File: src/common/feedback_pkg.sv
/*
 * Shared widths, constants and types of the ALU feedback path
 * S is a single word per thread at one fixed write address
 */

package feedback_pkg;

    // ----------------------------------------------------------------------------
    // Word and address sizes

    // ALU result width, also the width of R and S
    localparam int word_width = 32;

    // Write address carried with the second result
    localparam int addr_width = 10;

    // ----------------------------------------------------------------------------
    // Multithreading

    // Hardware threads sharing the pipeline round robin
    localparam int thread_count = 4;
    localparam int thread_width = 2;

    // ----------------------------------------------------------------------------
    // S storage and pipeline alignment

    // Only this address writes S, range of one word
    localparam logic [addr_width-1:0] s_write_addr = 10'h3F0;

    // Input ports to stage 1
    localparam int input_sync_depth = 2;

    // Stage 0 to output ports
    localparam int output_sync_depth = 1;

    // ----------------------------------------------------------------------------
    // Types

    typedef logic [word_width-1:0]   word_t;
    typedef logic [addr_width-1:0]   addr_t;
    typedef logic [thread_width-1:0] thread_t;

endpackage

File: src/logic/delay_line.sv
/*
 * Fixed delay of depth cycles, all stages cleared by rst
 * depth 0 is a plain wire from in to out
 */

module delay_line #(
    parameter int depth = 1,
    parameter int width = 1
) (
    input  logic             clock,
    input  logic             rst,
    input  logic [width-1:0] in,
    output logic [width-1:0] out
);

    generate
        if (depth == 0) begin : g_pass
            // No stages, straight through
            assign out = in;
        end else begin : g_chain
            logic [width-1:0] stage [depth];

            always_ff @(posedge clock) begin
                if (rst) begin
                    for (int i = 0; i < depth; i++) begin
                        stage[i] <= '0;
                    end
                end else begin
                    stage[0] <= in;
                    // Shift toward the output end
                    for (int i = 1; i < depth; i++) begin
                        stage[i] <= stage[i-1];
                    end
                end
            end

            // Oldest stage drives the output
            assign out = stage[depth-1];
        end
    endgenerate

endmodule

File: src/logic/thread_number.sv
/*
 * Round-robin thread counter, starts at 0 and steps every cycle
 * next_thread is combinational from current_thread
 */

module thread_number (
    input  logic                  clock,
    input  logic                  rst,
    output feedback_pkg::thread_t current_thread,
    output feedback_pkg::thread_t next_thread
);

    // Highest thread number, wrap point
    localparam feedback_pkg::thread_t last_thread =
        feedback_pkg::thread_t'(feedback_pkg::thread_count - 1);

    // Next value, wraps at thread_count
    always_comb begin
        if (current_thread == last_thread) begin
            next_thread = '0;
        end else begin
            next_thread = current_thread + 1'b1;
        end
    end

    // Counter register
    always_ff @(posedge clock) begin
        if (rst) begin
            current_thread <= '0;
        end else begin
            current_thread <= next_thread;
        end
    end

endmodule

File: src/logic/ram_sdp.sv
/*
 * Simple dual-port RAM, one word per thread, registered read
 * Same-edge read and write of one entry returns the old word
 */

module ram_sdp (
    input  logic                  clock,

    // Write port
    input  logic                  wren,
    input  feedback_pkg::thread_t write_addr,
    input  feedback_pkg::word_t   write_data,

    // Read port, always enabled
    input  feedback_pkg::thread_t read_addr,
    output feedback_pkg::word_t   read_data
);

    // ----------------------------------------------------------------------------
    // Storage

    // One entry per hardware thread
    feedback_pkg::word_t mem [feedback_pkg::thread_count];

    // ----------------------------------------------------------------------------
    // Write port

    always_ff @(posedge clock) begin
        if (wren) begin
            mem[write_addr] <= write_data;
        end
    end

    // ----------------------------------------------------------------------------
    // Read port

    // Samples the array before this edge's write lands
    always_ff @(posedge clock) begin
        read_data <= mem[read_addr];
    end

endmodule

File: src/feedback_path/alu_feedback_path.sv
/*
 * Returns R, its zero and negative flags, and the per-thread S, 4 edges after the slot
 * S reads 0 for a thread until its first write; no stall or back-pressure
 */

module alu_feedback_path (
    input  logic                clock,
    input  logic                rst,

    // From the forward path
    input  feedback_pkg::word_t ra,
    input  feedback_pkg::word_t rb,
    input  feedback_pkg::addr_t db,
    input  logic                io_ready,
    input  logic                cancel,

    // Back to the forward path
    output feedback_pkg::word_t r,
    output logic                r_zero,
    output logic                r_negative,
    output feedback_pkg::word_t s
);

    // Bundle widths of the two alignment delays
    localparam int in_sync_width  = 2 + feedback_pkg::addr_width + 2 * feedback_pkg::word_width;
    localparam int out_sync_width = 2 + 2 * feedback_pkg::word_width;

    // ----------------------------------------------------------------------------
    // Input alignment to stage 1

    logic                io_ready_stage1;
    logic                cancel_stage1;
    feedback_pkg::addr_t db_stage1;
    feedback_pkg::word_t ra_stage1;
    feedback_pkg::word_t rb_stage1;

    // Cleared stages carry io_ready low, so refill writes nothing
    delay_line #(
        .depth (feedback_pkg::input_sync_depth),
        .width (in_sync_width)
    ) input_sync (
        .clock (clock),
        .rst   (rst),
        .in    ({io_ready, cancel, db, ra, rb}),
        .out   ({io_ready_stage1, cancel_stage1, db_stage1, ra_stage1, rb_stage1})
    );

    // ----------------------------------------------------------------------------
    // Stage 1 qualification

    logic not_nop;
    logic s_addr_hit;
    logic s_wren;

    // No-op when I/O not ready or cancelled
    assign not_nop    = io_ready_stage1 && !cancel_stage1;
    assign s_addr_hit = (db_stage1 == feedback_pkg::s_write_addr);
    assign s_wren     = not_nop && s_addr_hit;

    // ----------------------------------------------------------------------------
    // S storage

    feedback_pkg::thread_t                 s_thread_write;
    feedback_pkg::thread_t                 s_thread_read;
    feedback_pkg::word_t                   s_read;
    logic [feedback_pkg::thread_count-1:0] s_written;
    logic                                  s_read_valid;

    // current_thread owns the stage-1 slot
    thread_number s_thread (
        .clock          (clock),
        .rst            (rst),
        .current_thread (s_thread_write),
        .next_thread    (s_thread_read)
    );

    // Read one cycle ahead, data lands while the slot sits in stage 1
    ram_sdp s_register (
        .clock      (clock),
        .wren       (s_wren),
        .write_addr (s_thread_write),
        .write_data (rb_stage1),
        .read_addr  (s_thread_read),
        .read_data  (s_read)
    );

    // Per-thread written marks, mask unwritten RAM words to 0
    always_ff @(posedge clock) begin
        if (rst) begin
            s_written    <= '0;
            s_read_valid <= 1'b0;
        end else begin
            if (s_wren) begin
                s_written[s_thread_write] <= 1'b1;
            end
            // Tracks the RAM read of the same edge
            s_read_valid <= s_written[s_thread_read];
        end
    end

    // ----------------------------------------------------------------------------
    // Stage 0 registers

    feedback_pkg::word_t ra_stage0;
    logic                r_zero_stage0;
    logic                r_negative_stage0;
    feedback_pkg::word_t s_stage0;

    always_ff @(posedge clock) begin
        if (rst) begin
            ra_stage0         <= '0;
            r_zero_stage0     <= 1'b0;
            r_negative_stage0 <= 1'b0;
            s_stage0          <= '0;
        end else begin
            ra_stage0         <= ra_stage1;
            r_zero_stage0     <= (ra_stage1 == '0);
            // Sign bit of two's complement word
            r_negative_stage0 <= ra_stage1[feedback_pkg::word_width-1];
            s_stage0          <= s_read_valid ? s_read : '0;
        end
    end

    // ----------------------------------------------------------------------------
    // Output alignment

    delay_line #(
        .depth (feedback_pkg::output_sync_depth),
        .width (out_sync_width)
    ) output_sync (
        .clock (clock),
        .rst   (rst),
        .in    ({ra_stage0, r_zero_stage0, r_negative_stage0, s_stage0}),
        .out   ({r, r_zero, r_negative, s})
    );

endmodule

File: config.mk
export PLATFORM = sky130hd
export DESIGN_NAME = alu_feedback_path
export DESIGN_NICKNAME = d
export VERILOG_FILES = /design/src/common/feedback_pkg.sv /design/src/logic/delay_line.sv /design/src/logic/thread_number.sv /design/src/logic/ram_sdp.sv /design/src/feedback_path/alu_feedback_path.sv
export SDC_FILE = /design/constraint.sdc
export NUM_CORES = 1
export LEC_CHECK = 0
export BUFFER_PORTS_ARGS = -buffer_cell sky130_fd_sc_hd__clkbuf_2
export CAP_MARGIN = 20
export CORE_MARGIN = 1
export CORE_UTILIZATION = 60
export DETAILED_ROUTE_END_ITERATION = 10
export PLACE_DENSITY = 0.9
export SYNTH_ARGS = -nofsm -noshare
export SYNTH_HDL_FRONTEND = slang
export SYNTH_SLANG_ARGS = --single-unit
export TNS_END_PERCENT = 20
File: constraint.sdc
create_clock -name clock -period 3.8 [get_ports clock]
set_input_delay 0.76 -clock clock [delete_from_list [all_inputs] [get_ports clock]]
set_output_delay 0.76 -clock clock [all_outputs]
set_load 0.01 [all_outputs]
After elaboration in Yosys (flattened, before gate mapping)

Memory sizes are Yosys's and may differ from the RTL's. A register that Yosys moved wholly into a read port is not among the register bits.
Index checks and enable logic that the tools add are counted.

$add $sub $neg: 1
Magnitude comparators: 3
Equal/unequal tests: 2
Mux-type cells: 14
Bitwise logic cells: 4
Reductions and logical operators: 7

Operators with widths:

| cell                                                                  | number |
|---|---|
| 76-bit 2-to-1 mux                                                     | 2 |
| 66-bit 2-to-1 mux                                                     | 1 |
| 66-bit OR reduction                                                   | 1 |
| 32-bit zero test                                                      | 1 |
| 10-bit == test, second input constant                                 | 1 |
| 1-bit 2-to-1 mux                                                      | 8 |
| 2-bit by 3-bit < comparator with 1-bit output, second input constant  | 2 |
| 4-bit OR                                                              | 1 |
| 1-bit logical AND                                                     | 3 |
| 2-bit by 1-bit adder with 2-bit output, second input constant         | 1 |
| 1-bit binary-select mux with 2-bit select                             | 1 |
| 1-bit demux with 2-bit select                                         | 1 |
| 2-bit == test, second input constant                                  | 1 |
| 2-bit by 1-bit >= comparator with 1-bit output, second input constant | 1 |
| 2-bit 2-to-1 mux                                                      | 1 |
| 1-bit OR                                                              | 2 |
| 2-bit OR reduction                                                    | 1 |
| 1-bit zero test                                                       | 1 |
| 1-bit NOT                                                             | 1 |

Register bits after elaboration: 73
Memory bits (writable): 346
Input port bits: 78
Memories: 3

Memories:

| memory                    | words | bits a word | rd ports | clocked after Yosys merged registers in | write ports | RTL line         | source |
|---|---|---|---|---|---|---|---|
| input_sync.g_chain.stage  | 2     | 76          | 2        | 0                                       | 2           | delay_line.sv:21 | `logic [width-1:0] stage [depth];` |
| s_register.mem            | 4     | 32          | 1        | 1                                       | 1           | ram_sdp.sv:23    | `feedback_pkg::word_t mem [feedback_pkg::thread_count];` |
| output_sync.g_chain.stage | 1     | 66          | 1        | 0                                       | 1           | delay_line.sv:21 |  |

Longest topological paths before layout

Depth in word-level cells: 5
Gate-level depth with buffers: 5
Depth with buffers taken out: 4

Modules after synthesis

From an unflattened synthesis, not the netlist that was laid out.

Cell total of the unflattened synthesis: 916
Area, all modules: 13942.1 µm²

By module, submodules not included:

| module                    | instances | cells each | area each (µm²) |
|---|---|---|---|
| ram_sdp                   | 1         | 203        | 5330.1 |
| delay_line at input_sync  | 1         | 396        | 4664.5 |
| alu_feedback_path         | 1         | 172        | 2078.2 |
| delay_line at output_sync | 1         | 139        | 1796.7 |
| thread_number             | 1         | 6          | 72.6 |

Worst setup path after synthesis

Ideal clock, no wire load.

Path kind: register -> register
Start: register s_thread.current_thread[0]
End: memory s_register.mem[3][0] (netlist bit), enable pin
Library setup time: 387 ps
Arrival: 1627 ps
Setup slack: 1786 ps
Cell stages (with the launch flop): 5
Path buffers: 0
Path through: dfxtp_1 ha_1 and4_1 nand4_1 inv_1

RTL lines:

| item                   | RTL line            | source |
|---|---|---|
| from (decl)            | thread_number.sv:9  | `output feedback_pkg::thread_t current_thread,` |
| from (signal assigned) | thread_number.sv:31 | `current_thread <= next_thread;` |
| to (decl)              | ram_sdp.sv:23       |  |

No word-level cell before the write port.

Final worst setup path

Start: register s_thread.current_thread[0]
End: memory s_register.mem[3][30] (netlist bit), enable pin

No word-level cell before the write port.

==> impl_metrics.toml <==
[status]
status = "finished clean"

[synth]
synth_area_per_cell_sq_um = 15.7
synth_flop_cell = "dfxtp_1"
syn_area_sq_um = 13200
synth_common_cells = "321 x dfxtp_1, 251 x nor2b_1, 128 x edfxtp_1, 32 x and2_1, 32 x mux4_2"
synth-async-reset-ratio = 0
synth-seq-cells = 449
yosysTopAreaCell = "dfxtp_1"
synth_edf_count = 128
synth_cell_types = 23
synth_nets = 927
ys_seq_area_frac = 0.776
synth.most_common_cell = "dfxtp_1"
synth_warnings = 0
synthCells = 845
synth_top_cell_area_share = 0.486
synthTopCellsByArea = "dfxtp_1 49%, edfxtp_1 29%, nor2b_1 12%"

[routing]
drt_iter0_drc = 254
top_layer = "met4"
met2_length_um = 10500
drc = 0
met1Wirelength_um = 8310
wl_per_cell_um = 15.5
num_vias = 6252
route.met3.wl_um = 854
firstDrtPassIters = 4
drtAntennaViolNets = 0
drt-vias-per-instance = 4.79
wirelength_um = 20200

[placed_design]
dpl.hpwl_um = 12100
preCtsSetupSlack_ps = 1350
port_buffers = 143
gp_congestion = 0.774

[timing]
timing.hold.ws_ps = 423
relSlewSlack = 0.411
rsz0062_at_grt = "no"
finalWorstSetupSlack_ps = 1330
finalSetupViolCount = 0
min_period_ps = 2470
finClkSkew_ps = 15.6
tightest_slew_ps = 884
drv_slew = 0
tns_ps = 0
finalCritPeriodShare = 0.649
fmax_mhz = 406
hold_viol_final = 0

[clocking]
cts_resized = 0
post_cts_buffers = 0
clk_latency_ps = 510
clock-root-buffer = "clkbuf_16"
cts.sinks = 449
cts_tree = "built"
cts.hold.buffers_added = 0
htreeDepth = 2
cts.path.max_buffers = 3
cts.clk_slew.worst_paths_ps = 70
cts_made_buffers = 41

[pwr]
swShare = 0.195
power_density_nw_per_um2 = 605
peakVddDrop_mv = 0.393
power_switching_mw = 1.83
p_int_mw = 7.56
pwr-share-clk = 0.415
combPwrFrac = 0.039
p_leak_nw = 6.14
total_power_mw = 9.38
p_seq_frac = 0.546

[critical_path]
critPathKind = "flop to flop"
cp_max_fo = 17
end_kind = "flop"
required_ps = 3980
worstSetupStartpointType = "flop"
worstPathArrival_ps = 2650

[floorplanning]
fp.dieH_um = 151
io_pins = 144
die_w_um = 151
core_sq_um = 21400
rows = 53
start_util = 0.620
die_area_sq_um = 22700

[cells_and_area]
num_antenna_cells = 0
area_delta_synth_final_pct = 17.1
drive_above_1_share = 0.239
final_net_count = 1082

[global_route]
grt_overflow = 0
first_global_vias = 6262
grt_usage = 0.183
grt_pass1_wl_um = 31400
grt_max_degree = 118
antenna_found_initial = 0

[worst_hold_path]
holdCritPathClass = "flop to flop"

[flow_run]
drv_cap = 0
-- power by group through the flow --
stage               combinational (mW)  sequential (mW)  clock (mW)
finish                           0.367             5.13        3.89
global route                     0.401             5.14        4.17
CTS                              0.376             5.13        3.96
detailed placement               0.370             5.23           0
global placement                 0.356             5.22           0
floorplan                        0.276             5.21           0
-- kinds of logic (layout without fill, tap and decap cells) --
| family | count (synthesis) | after routing | synth area share |
|---|---|---|---|
| DFF | 449 | 449 | 0.776 |
| adders and majority gates | 4 | 4 | 0.00378 |
| muxes | 33 | 33 | 0.0564 |
| buffers and inverters | 49 | 234 | 0.0163 |
| AOI/OAI and AO/OA | 4 | 4 | 0.00151 |
| and+or+nand+nor | 306 | 306 | 0.146 |
-- final cells by class --
class	count	area, sq um
multi-input combinational	347	2750
clock inverter	13	124
sequential	449	10300
clock buffer	60	1180
tap	275	344
inverter	10	37.5
fill	1326	5850
timing repair buffer	151	792
-- metrics by stage --
step / std cells / util / cell area, sq um
2_1_floorplan: 845 / - / 13200
3_3_place_gp: 1231 / 0.664 / 14200
3_5_place_dp: 1231 / 0.664 / 14200
4_1_cts: 1304 / 0.725 / 15500
5_1_grt: 1305 / 0.726 / 15500
6_report: 1305 / 0.726 / 15500
-- worst paths after layout --
path,startpoint,to,slack [ps],cells past startpoint
max,s_thread.current_thread[0]$_SDFF_PP0_,s_register.mem[3][30]$_DFFE_PP_,1330,5
min,s_register.read_data[5]$_DFF_P_,s_stage0[5]$_SDFF_PP0_,420,1
max reg2reg,s_thread.current_thread[0]$_SDFF_PP0_,s_register.mem[3][30]$_DFFE_PP_,1330,5
min reg2reg,s_register.read_data[5]$_DFF_P_,s_stage0[5]$_SDFF_PP0_,420,1
-- worst max-delay path, stage by stage (launching register included) --
cell	delay (ps)
dfxtp_1	450
ha_1	290
and4_1	220
nand4_1	160
inv_1	600
buf_4	400
-- state kept, by name, indices dropped and copies added (netlist names) --
name	flops
input_sync.g_chain.stage	152
output_sync.g_chain.stage	65
r_zero_stage0	1
ra_stage0	32
s_read_valid	1
s_register.mem	128
s_register.read_data	32
s_stage0	32
s_thread.current_thread	2
s_written	4
-- cells in the final DEF, fill, tap and decap left out, types with 9 or more instances in the layout --
master,instances
clkbuf_8,9
mux4_2,32
nor2b_1,250
inv_1,11
clkbuf_16,41
clkbuf_1,11
dfxtp_1,321
clkbuf_2,142
edfxtp_1,128
and2_1,32
-- routing by layer --
layer,track usage,vias up
met5,0,-
met2,0.324,147
li1,-,3120
met1,0.224,2945
met4,0.0712,0
met3,0.0300,40
Power figures use the tool's default switching activity.
